File: src/logic/bus_types_pkg.sv
package bus_types_pkg;

    // bus geometry
    localparam int XLEN   = 32;
    localparam int DATA_W = 32;

    // full byte address as issued by the master
    typedef logic [XLEN-1:0] addr_t;

    // one bus data word, read or write
    typedef logic [DATA_W-1:0] data_t;

    // access size, shared by master and all targets
    typedef enum logic [1:0] {
        acc_1b = 2'd0, // byte
        acc_2b = 2'd1, // halfword
        acc_4b = 2'd2  // word
    } acc_t;

endpackage

File: src/logic/bus_map_pkg.sv
package bus_map_pkg;

    import bus_types_pkg::*;

    // targets on the fabric
    typedef enum logic [1:0] {
        dev_rom  = 2'd0,
        dev_tcm  = 2'd1,
        dev_sram = 2'd2,
        dev_gpio = 2'd3
    } dev_t;

    // byte address widths of the windows
    localparam int ROM_ABW  = 12;
    localparam int TCM_ABW  = 12;
    localparam int SRAM_ABW = 19;

    typedef logic [ROM_ABW-1:0]  rom_addr_t;
    typedef logic [TCM_ABW-1:0]  tcm_addr_t;
    typedef logic [SRAM_ABW-1:0] sram_addr_t;
    typedef logic [0:0]          gpio_addr_t; // two registers, 0x0 and 0x4

    // window bases
    localparam addr_t ROM_BASE  = 32'h0000_0000;
    localparam addr_t TCM_BASE  = 32'h1000_0000;
    localparam addr_t SRAM_BASE = 32'h2000_0000;
    localparam addr_t GPIO_BASE = 32'h4000_0000; // only 0x4000_0000 and 0x4000_0004

endpackage

File: src/logic/bus_decode_if.sv
interface bus_decode_if import bus_map_pkg::*; ();

    dev_t dev_sel;  // target picked by the address
    logic addr_hit; // address falls in some window
    logic aligned;  // size fits low address bits

    modport decoder (
        output dev_sel,
        output addr_hit,
        output aligned
    );

    modport dispatch (
        input dev_sel,
        input addr_hit,
        input aligned
    );

endinterface

File: src/logic/bus_addr_decode.sv
module bus_addr_decode import bus_types_pkg::*, bus_map_pkg::*; (
    input  addr_t                bus_addr,
    input  acc_t                 bus_acc,
    bus_decode_if.decoder        dec
);

    logic rom_hit;
    logic tcm_hit;
    logic sram_hit;
    logic gpio_hit;

    assign rom_hit  = bus_addr[XLEN-1:ROM_ABW]  == ROM_BASE[XLEN-1:ROM_ABW];
    assign tcm_hit  = bus_addr[XLEN-1:TCM_ABW]  == TCM_BASE[XLEN-1:TCM_ABW];
    assign sram_hit = bus_addr[XLEN-1:SRAM_ABW] == SRAM_BASE[XLEN-1:SRAM_ABW];

    // gpio holds two word registers only
    assign gpio_hit = (bus_addr[XLEN-1:3] == GPIO_BASE[XLEN-1:3]) && (bus_addr[1:0] == 2'b00);

    always_comb begin
        dec.addr_hit = 1'b1;
        if (rom_hit) begin
            dec.dev_sel = dev_rom;
        end else if (tcm_hit) begin
            dec.dev_sel = dev_tcm;
        end else if (sram_hit) begin
            dec.dev_sel = dev_sram;
        end else if (gpio_hit) begin
            dec.dev_sel = dev_gpio;
        end else begin
            dec.dev_sel  = dev_rom; // don't care on a miss
            dec.addr_hit = 1'b0;
        end
    end

    always_comb begin
        case (bus_acc)
            acc_2b:  dec.aligned = ~bus_addr[0];
            acc_4b:  dec.aligned = (bus_addr[1:0] == 2'b00);
            default: dec.aligned = 1'b1; // bytes are always aligned
        endcase
    end

endmodule

File: src/logic/bus_dispatch.sv
module bus_dispatch import bus_types_pkg::*, bus_map_pkg::*; (
    input  logic                 clk,
    input  logic                 rstn,
    bus_decode_if.dispatch       dec,

    input  logic                 bus_req,
    input  addr_t                bus_addr,
    input  logic                 bus_wr_b,
    input  acc_t                 bus_acc,
    input  data_t                bus_wdata,

    input  logic                 rom_fault,
    input  logic                 tcm_fault,
    input  logic                 sram_fault,
    input  logic                 gpio_fault,

    output rom_addr_t            rom_addr,
    output logic                 rom_wr_b,
    output acc_t                 rom_acc,
    output data_t                rom_wdata,
    output logic                 rom_req,

    output tcm_addr_t            tcm_addr,
    output logic                 tcm_wr_b,
    output acc_t                 tcm_acc,
    output data_t                tcm_wdata,
    output logic                 tcm_req,

    output sram_addr_t           sram_addr,
    output logic                 sram_wr_b,
    output acc_t                 sram_acc,
    output data_t                sram_wdata,
    output logic                 sram_req,

    output gpio_addr_t           gpio_addr,
    output logic                 gpio_wr_b,
    output acc_t                 gpio_acc,
    output data_t                gpio_wdata,
    output logic                 gpio_req,

    output logic                 issue,
    output dev_t                 issue_dev,

    output logic                 fault,
    output addr_t                fault_addr
);

    logic legal;
    logic violation;
    logic tgt_fault;
    logic set_fault;

    assign legal     = dec.addr_hit & dec.aligned;
    assign issue     = bus_req & legal & ~fault; // nothing new once faulted
    assign issue_dev = dec.dev_sel;

    assign rom_req  = issue && (dec.dev_sel == dev_rom);
    assign tcm_req  = issue && (dec.dev_sel == dev_tcm);
    assign sram_req = issue && (dec.dev_sel == dev_sram);
    assign gpio_req = issue && (dec.dev_sel == dev_gpio);

    // window offsets
    assign rom_addr  = bus_addr[ROM_ABW-1:0];
    assign tcm_addr  = bus_addr[TCM_ABW-1:0];
    assign sram_addr = bus_addr[SRAM_ABW-1:0];
    assign gpio_addr = bus_addr[2]; // word select

    assign {rom_wr_b, tcm_wr_b, sram_wr_b, gpio_wr_b} = {4{bus_wr_b}};
    assign {rom_acc, tcm_acc, sram_acc, gpio_acc}     = {4{bus_acc}};
    assign rom_wdata  = bus_wdata;
    assign tcm_wdata  = bus_wdata;
    assign sram_wdata = bus_wdata;
    assign gpio_wdata = bus_wdata;

    assign violation = bus_req & ~legal;
    assign tgt_fault = rom_fault | tcm_fault | sram_fault | gpio_fault;
    assign set_fault = ~fault & (violation | tgt_fault); // first event only

    always_ff @(posedge clk) begin
        if (!rstn) begin
            fault <= 1'b0;
        end else if (set_fault) begin
            fault <= 1'b1; // sticky until reset
        end
    end

    always_ff @(posedge clk) begin
        if (set_fault) begin
            fault_addr <= bus_addr;
        end
    end

endmodule

File: src/logic/bus_response.sv
module bus_response import bus_types_pkg::*, bus_map_pkg::*; (
    input  logic                 clk,
    input  logic                 rstn,

    input  logic                 issue,
    input  dev_t                 issue_dev,

    input  data_t                rom_rdata,
    input  data_t                tcm_rdata,
    input  data_t                sram_rdata,
    input  data_t                gpio_rdata,
    input  logic                 rom_resp,
    input  logic                 tcm_resp,
    input  logic                 sram_resp,
    input  logic                 gpio_resp,

    output data_t                bus_rdata,
    output logic                 bus_resp
);

    logic pending;  // one request in flight
    dev_t out_dev;  // target owing the response
    logic sel_resp;

    always_comb begin
        case (out_dev)
            dev_rom:  {sel_resp, bus_rdata} = {rom_resp, rom_rdata};
            dev_tcm:  {sel_resp, bus_rdata} = {tcm_resp, tcm_rdata};
            dev_sram: {sel_resp, bus_rdata} = {sram_resp, sram_rdata};
            default:  {sel_resp, bus_rdata} = {gpio_resp, gpio_rdata};
        endcase
    end

    assign bus_resp = pending & sel_resp; // stray responses dropped

    always_ff @(posedge clk) begin
        if (!rstn) begin
            pending <= 1'b0;
        end else if (issue) begin
            pending <= 1'b1;
        end else if (bus_resp) begin
            pending <= 1'b0;
        end
    end

    always_ff @(posedge clk) begin
        if (issue) begin
            out_dev <= issue_dev;
        end
    end

endmodule

File: src/logic/bus_fabric.sv
module bus_fabric import bus_types_pkg::*, bus_map_pkg::*; (
    input  logic                 clk,
    input  logic                 rstn,

    input  logic                 bus_req,
    input  addr_t                bus_addr,
    input  logic                 bus_wr_b,
    input  acc_t                 bus_acc,
    input  data_t                bus_wdata,
    output data_t                bus_rdata,
    output logic                 bus_resp,

    output logic                 fault,
    output addr_t                fault_addr,

    output rom_addr_t            rom_addr,
    output logic                 rom_wr_b,
    output acc_t                 rom_acc,
    output data_t                rom_wdata,
    output logic                 rom_req,
    input  data_t                rom_rdata,
    input  logic                 rom_resp,
    input  logic                 rom_fault,

    output tcm_addr_t            tcm_addr,
    output logic                 tcm_wr_b,
    output acc_t                 tcm_acc,
    output data_t                tcm_wdata,
    output logic                 tcm_req,
    input  data_t                tcm_rdata,
    input  logic                 tcm_resp,
    input  logic                 tcm_fault,

    output sram_addr_t           sram_addr,
    output logic                 sram_wr_b,
    output acc_t                 sram_acc,
    output data_t                sram_wdata,
    output logic                 sram_req,
    input  data_t                sram_rdata,
    input  logic                 sram_resp,
    input  logic                 sram_fault,

    output gpio_addr_t           gpio_addr,
    output logic                 gpio_wr_b,
    output acc_t                 gpio_acc,
    output data_t                gpio_wdata,
    output logic                 gpio_req,
    input  data_t                gpio_rdata,
    input  logic                 gpio_resp,
    input  logic                 gpio_fault
);

    bus_decode_if dec_if ();

    logic issue;
    dev_t issue_dev;

    bus_addr_decode u_decode (
        .bus_addr (bus_addr),
        .bus_acc  (bus_acc),
        .dec      (dec_if.decoder)
    );

    bus_dispatch u_dispatch (
        .clk        (clk),
        .rstn       (rstn),
        .dec        (dec_if.dispatch),
        .bus_req    (bus_req),
        .bus_addr   (bus_addr),
        .bus_wr_b   (bus_wr_b),
        .bus_acc    (bus_acc),
        .bus_wdata  (bus_wdata),
        .rom_fault  (rom_fault),
        .tcm_fault  (tcm_fault),
        .sram_fault (sram_fault),
        .gpio_fault (gpio_fault),
        .rom_addr   (rom_addr),
        .rom_wr_b   (rom_wr_b),
        .rom_acc    (rom_acc),
        .rom_wdata  (rom_wdata),
        .rom_req    (rom_req),
        .tcm_addr   (tcm_addr),
        .tcm_wr_b   (tcm_wr_b),
        .tcm_acc    (tcm_acc),
        .tcm_wdata  (tcm_wdata),
        .tcm_req    (tcm_req),
        .sram_addr  (sram_addr),
        .sram_wr_b  (sram_wr_b),
        .sram_acc   (sram_acc),
        .sram_wdata (sram_wdata),
        .sram_req   (sram_req),
        .gpio_addr  (gpio_addr),
        .gpio_wr_b  (gpio_wr_b),
        .gpio_acc   (gpio_acc),
        .gpio_wdata (gpio_wdata),
        .gpio_req   (gpio_req),
        .issue      (issue),
        .issue_dev  (issue_dev),
        .fault      (fault),
        .fault_addr (fault_addr)
    );

    bus_response u_response (
        .clk        (clk),
        .rstn       (rstn),
        .issue      (issue),
        .issue_dev  (issue_dev),
        .rom_rdata  (rom_rdata),
        .tcm_rdata  (tcm_rdata),
        .sram_rdata (sram_rdata),
        .gpio_rdata (gpio_rdata),
        .rom_resp   (rom_resp),
        .tcm_resp   (tcm_resp),
        .sram_resp  (sram_resp),
        .gpio_resp  (gpio_resp),
        .bus_rdata  (bus_rdata),
        .bus_resp   (bus_resp)
    );

endmodule

File: config.mk
export PLATFORM = sky130hd
export DESIGN_NAME = bus_fabric
export DESIGN_NICKNAME = d
export VERILOG_FILES = /design/src/logic/bus_types_pkg.sv /design/src/logic/bus_map_pkg.sv /design/src/logic/bus_decode_if.sv /design/src/logic/bus_addr_decode.sv /design/src/logic/bus_dispatch.sv /design/src/logic/bus_response.sv /design/src/logic/bus_fabric.sv
export SDC_FILE = /design/constraint.sdc
export NUM_CORES = 1
export LEC_CHECK = 0
export BUFFER_PORTS_ARGS = -buffer_cell sky130_fd_sc_hd__buf_2
export CAP_MARGIN = 20
export CORE_AREA = 2 2 179 181
export CTS_BUF_LIST = sky130_fd_sc_hd__clkbuf_16
export CTS_CLUSTER_DIAMETER = 100
export DETAILED_ROUTE_END_ITERATION = 6
export DIE_AREA = 0 0 181 183
export SLEW_MARGIN = 40
export SYNTH_ARGS = -nofsm -noshare
export SYNTH_HDL_FRONTEND = slang
export SYNTH_SLANG_ARGS = --single-unit
File: constraint.sdc
create_clock -name clk -period 6.3 [get_ports clk]
set_input_delay 1.26 -clock clk [delete_from_list [all_inputs] [get_ports clk]]
set_output_delay 1.26 -clock clk [all_outputs]
set_load 0.02 [all_outputs]
==> out/metrics.yaml, run 1 <==
sta:
  fin_crit_sh_pct: 67.85
  setup_tns_ns: 0
  finalHoldViolCount: 0
  fmax_mhz: 234.0
  rsz0062_at_grt: "false"
  setup_viol: 0
  drv_slew: 0
  min_period_ns: 4.274
  slew_headroom_pct: 52.71
  fin_skew_ns: 0.003475
  holdWs_ns: 0.4700
  max_slew.worst_pin.slew_ns: 0.7079
clock_tree:
  holdBufCountCts: 0
  cts_tree: "done"
  clockBufferDepth: 2
  cts_resized: 0
  cts_buffers: 5
  cts_root_buf: "clkbuf_16"
  clkSlewWorstSetupHoldPaths_ns: 0.06
  cts_setup_buffers: 0
  clock_latency_ns: 0.28
  htreeDepth: 2
  numClockSinks: 36
logic_synthesis:
  ys_ff_latch: 36
  synth_edf_count: 34
  avgSynthCellArea_sq_um: 11.34
  yosysTopAreaCellShare_pct: 39.18
  yosys_warnings: 0
  synthesis.nets: 519
  async_reset_ff_share_pct: 0
  synth-main-ff-cell: "edfxtp_1"
  yosysTopAreaCell: "buf_4"
  ys_seq_area_share_pct: 30.09
  synth_area_leaders: "buf_4 39%, edfxtp_1 29%, mux4_2 21%"
  syn_area_sq_um: 3526
  yosys-top-cells-count: "184 x buf_4, 34 x edfxtp_1, 33 x mux4_2"
  synthCells: 311
  synthDistinctLibCells: 28
  synth.most_common_cell: "buf_4"
cells_and_area:
  area_delta_synth_final_pct: 21.11
  fin_area_sq_um: 4270
  fin_nets: 631
  stdcell_count: 826
  n_antenna_cell: 0
  drive_above_1_share_pct: 80.90
  postLayoutCoreUtil_pct: 13.67
drt:
  drt-initial-drc-count: 96
  vias_per_cell: 3.197
  routedWlPerCell_microns: 14.79
  vias: 2641
  drtAntennaViolNets: 0
  drc: 0
  wl_microns: 12220
  dr.pass1.iters: 4
job:
  maxCapViolCount: 0
worst_hold_path:
  hold_depth: 2
  hold_path_class: "reg2reg"
floorplan:
  num_rows: 65
  die_area_sq_um: 33120
  initial_utilization_pct: 11.29
  coreArea_sq_um: 31230
  die_w_microns: 181
  fp.dieH_microns: 183
  ioPinCount: 460
placed_design:
  hpwl_microns: 10770
  port_buffers: 294
  gp_congestion: 0.7350
  place_area_sq_um: 4126
  dp_cells: 818
critical_path:
  path_cells: "buf_2 -> or4_4 -> or2_1 -> or4_4 -> nor2_1 -> buf_2"
  critPathMaxFanout: 4
  path_buf_inv: 2
  cp_slowest_stage_delay_ns: 0.54
  reg2reg_depth: 3
  cp_num_cells: 6
  crit_slowest_cell: "or4_4"
  path_delay_family: "simple AND/OR/NAND/NOR gates"
  endpoint_kind: "output port"
  required_ns: 5.04
  crit_type: "in2out"
  critPathLaunchType: "input pin"
  worstPathArrival_ns: 3.01
global_routing:
  grt_pass1_wl_microns: 16620
  grt_usage_pct: 6.840
  antenna_found_initial: 0
  grt_max_degree: 33
  grt-ovfl-total: 0
  grt_pass1_vias: 2621
power_and_ir_drop:
  peakVddDrop_mv: 0.09003
  leakage_nw: 1.958
  powerDensity_nw_per_um2: 167.4
run_status:
  outcome: "complete, no violations"
==> worst paths after layout <==
path | from | endpoint | slack, ns
min reg2reg | u_response.pending$_SDFFE_PN0P_ | u_response.pending$_SDFFE_PN0P_ | 0.47
max | bus_addr[17] | gpio_req | 2.03
min | u_response.pending$_SDFFE_PN0P_ | u_response.pending$_SDFFE_PN0P_ | 0.47
max reg2reg | u_response.out_dev[0]$_DFFE_PP_ | u_response.pending$_SDFFE_PN0P_ | 4.22
==> flip-flops by register name, indices dropped and copies added (netlist names) <==
name / count
u_response.out_dev: 2
u_dispatch.fault_addr: 32
u_response.pending: 1
u_dispatch.fault: 1
==> report_power, final <==
part / switching (W) / total (W) / internal (W)
Sequential: 0.00000312 / 0.000280 / 0.000277
Combinational: 0.000107 / 0.000191 / 0.0000846
Clock: 0.0000982 / 0.000244 / 0.000146
==> placed cells by master, fill, tap and decap left out, drive strengths merged, types with 3 or more instances in the layout <==
cell type / count
inv: 4
or4: 4
buf: 297
mux4: 33
nor2: 8
nor3: 3
clkinv: 3
nand3: 3
clkbuf: 5
edfxtp: 34
nand2: 6
nor4: 5
==> through the flow <==
| step | power (W) | setup slack (ns) |
|---|---|---|
| global placement | 0.0004766 | 2.045 |
| finish | 0.0007149 | 2.026 |
| detailed placement | 0.0004785 | 2.033 |
| floorplan | 0.0005172 | 1.425 |
| CTS | 0.0007285 | 2.035 |
| global route | 0.0007455 | 1.940 |
==> final cells by class <==
class	instances	area, sq um
fillers	3550	26960
repair buffers	297	1494
flip-flops and latches	36	1061
multi-input cells	79	1054
well taps	402	503.0
clock buffers	5	125.1
clock inverters	3	18.77
inverters	4	15.01
==> layer usage <==
layer	global-route usage (%)	vias to the layer above	routed length, microns
li1	-	1144	-
met1	7.911	1235	4676
met2	10.89	245	5717
met3	4.051	17	1705
met4	1.496	0	120
met5	0	-	0
==> cell families after synthesis <==
kind of cell,after synthesis,share of synthesized area (%)
compound gates,7,1.597
fa+ha+maj,2,0.7096
buf+inv,196,40.52
flops,36,30.09
mux,33,21.08
simple gates,37,5.997
==> worst reg2reg max path, stage by stage (launching register included) <==
cell      delay, ns
edfxtp_1       0.68
buf_4          0.55
mux4_2         0.63
o32ai_2        0.13
(Power assumes the default switching activity.)
==> run 2, diff against run 1 <==
clock period = 4.4 ns   (was 6.3 ns; I/O delays follow)
==> run 2 against run 1 <==
  * Via count increased by 0.64%
  * Core utilization about the same
  * Largest cell class unchanged
  * Power increased by 42%
  * Non-clock buffer count increased by 2
  * Sequential power increased by 43%
  * Clock-buffer cell count unchanged
==> out/metrics.yaml, run 2 (synthesis results as in run 1) <==
sta:
  finalHoldViolCount: 0  # unchanged
  max_slew.worst_pin.slew_ns: 0.6408  # -0.06708 ns
  setup_viol: 0  # unchanged
  fin_skew_ns: 0.003944  # +0.0004688 ns
  setup_tns_ns: 0  # unchanged
  fin_crit_sh_pct: 81.04
  rsz0062_at_grt: "false"
  holdWs_ns: 0.4767  # +0.006708 ns
  slew_headroom_pct: 57.19  # +4.5 points
  fmax_mhz: 280.4
  drv_slew: 0  # unchanged
  min_period_ns: 3.566
  worst_slack_ns: 0.8342  # -1.191 ns
critical_path:
  critPathLaunchType: "input pin"
  endpoint_kind: "output port"
  critPathMaxFanout: 4  # unchanged
  worstPathArrival_ns: 2.69  # -0.32 ns
  required_ns: 3.52  # -1.52 ns
  crit_type: "in2out"
clock_tree:
  cts_resized: 0  # unchanged
  cts_buffers: 5  # unchanged
  holdBufCountCts: 0  # unchanged
  numClockSinks: 36  # unchanged
  clock_latency_ns: 0.28  # about the same
  cts_setup_buffers: 0  # unchanged
  clkSlewWorstSetupHoldPaths_ns: 0.06  # about the same
  clockBufferDepth: 2  # unchanged
  cts_root_buf: "clkbuf_16"
  htreeDepth: 2  # unchanged
  cts_tree: "done"
global_routing:
  antenna_found_initial: 2  # +2
  grt_pass1_wl_microns: 17510  # +5.3%
  grt_max_degree: 33  # unchanged
  grt_pass1_vias: 2750  # +4.9%
  grt-ovfl-total: 0  # unchanged
  grt_usage_pct: 7.123  # +0.28 points
power_and_ir_drop:
  power_switching_w: 0.0002919  # +40%
  switching_share_pct: 28.71  # -0.38 points
  p_seq_share_pct: 39.5  # +0.4 points
  powerDensity_nw_per_um2: 237.2  # +42%
  power.internal_w: 0.0007248  # +43%
  peakVddDrop_mv: 0.1775  # +97%
  combPwrFrac_pct: 26.8  # about the same
  p_clk_share_pct: 33.8  # -0.3 points
  leakage_nw: 1.957  # about the same
drt:
  drtAntennaViolNets: 0  # unchanged
  drc: 0  # unchanged
  drt-initial-drc-count: 80  # -17%
  wl_microns: 12530  # +2.5%
  vias: 2658  # +0.64%
  vias_per_cell: 3.210  # +0.40%
  routedWlPerCell_microns: 15.13  # +2.3%
  dr.pass1.iters: 4  # unchanged
cells_and_area:
  fin_nets: 633  # +0.32%
  final_common_cell: "buf_2"
  reg_top3: "u_dispatch.fault_addr: 32 flops, u_response.out_dev: 2 flops"
  postLayoutCoreUtil_pct: 13.72  # +0.048 points
  top_register: "u_dispatch.fault_addr"
  area_delta_synth_final_pct: 21.54
  fillers: 3530  # -0.56%
  layout_common_cells: "294 x buf_2, 34 x edfxtp_1, 33 x mux4_2"
  n_antenna_cell: 0  # unchanged
  largest_reg_flops: 32  # unchanged
  stdcell_count: 828  # +0.24%
  drive_above_1_share_pct: 80.75  # -0.15 points
floorplan:
  ioPinCount: 460  # unchanged
  fp.dieH_microns: 183  # unchanged
  coreArea_sq_um: 31230  # unchanged
  die_area_sq_um: 33120  # unchanged
  num_rows: 65  # unchanged
  initial_utilization_pct: 11.29  # unchanged
  die_w_microns: 181  # unchanged
placed_design:
  hpwl_microns: 11000  # +2.1%
  gp_congestion: 0.7847  # +6.8%
  dp_cells: 820  # +0.24%
  port_buffers: 294  # unchanged
  pre_cts_slack_ns: 0.8314  # -1.201 ns
worst_hold_path:
  hold_path_class: "reg2reg"
job:
  maxCapViolCount: 0  # unchanged
run_status:
  outcome: "complete, no violations"
[run 2: critical path: stages]
cell	delay, ns
buf_2	0.12
or4_4	0.56
or2_1	0.29
or4_4	0.53
nor2_1	0.12
buf_2	0.19
[run 2: final cells by class]
| class | count | area (sq um) | share of cell area [%] |
|---|---|---|---|
| Clock inverter | 3 | 18.77 | 0.4380 |
| Clock buffer | 5 | 125.1 | 2.920 |
| Multi-Input combinational cell | 79 | 1054 | 24.58 |
| Tap cell | 402 | 503.0 | 11.74 |
| Sequential cell | 36 | 1061 | 24.76 |
| Timing Repair Buffer | 299 | 1509 | 35.21 |
| Inverter | 4 | 15.01 | 0.3504 |
[run 2: through the flow]
| step | power, W | instance area [sq um] |
|---|---|---|
| after detailed placement | 0.0006844 | 4141 |
| after global placement | 0.0006813 | 4141 |
| after CTS | 0.001034 | 4285 |
| after floorplan | 0.0007404 | 3532 |
| final | 0.001017 | 4285 |
| after global routing | 0.001066 | 4285 |
[run 2: power by group through the flow]
stage                     Clock [W]  Sequential [W]  Combinational, W
after global routing       0.000371        0.000403          0.000292
after floorplan                   0        0.000433          0.000307
after global placement            0        0.000408          0.000274
after detailed placement          0        0.000409          0.000276
final                      0.000343        0.000401          0.000272
after CTS                  0.000356        0.000402          0.000276
[run 2: routing by layer]
metal  part of all wire (%)  vias to the layer above  GRT usage, %  routed length, microns
li1                       -                     1149             -                       -
met1                     36                     1213         7.903                    4511
met2                     47                      277         11.78                    5909
met3                     16                       15         4.408                    2010
met4                   0.59                        4         1.203                      74
met5                   0.18                        -             0                      23
[run 2: final timing paths]
kind	start	end	slack, ns	cells after the start
min reg2reg	u_response.pending$_SDFFE_PN0P_	u_response.pending$_SDFFE_PN0P_	0.48	2
min	u_response.pending$_SDFFE_PN0P_	u_response.pending$_SDFFE_PN0P_	0.48	2
max	bus_addr[17]	gpio_req	0.83	6
max reg2reg	u_response.out_dev[0]$_DFFE_PP_	u_response.pending$_SDFFE_PN0P_	2.78	3
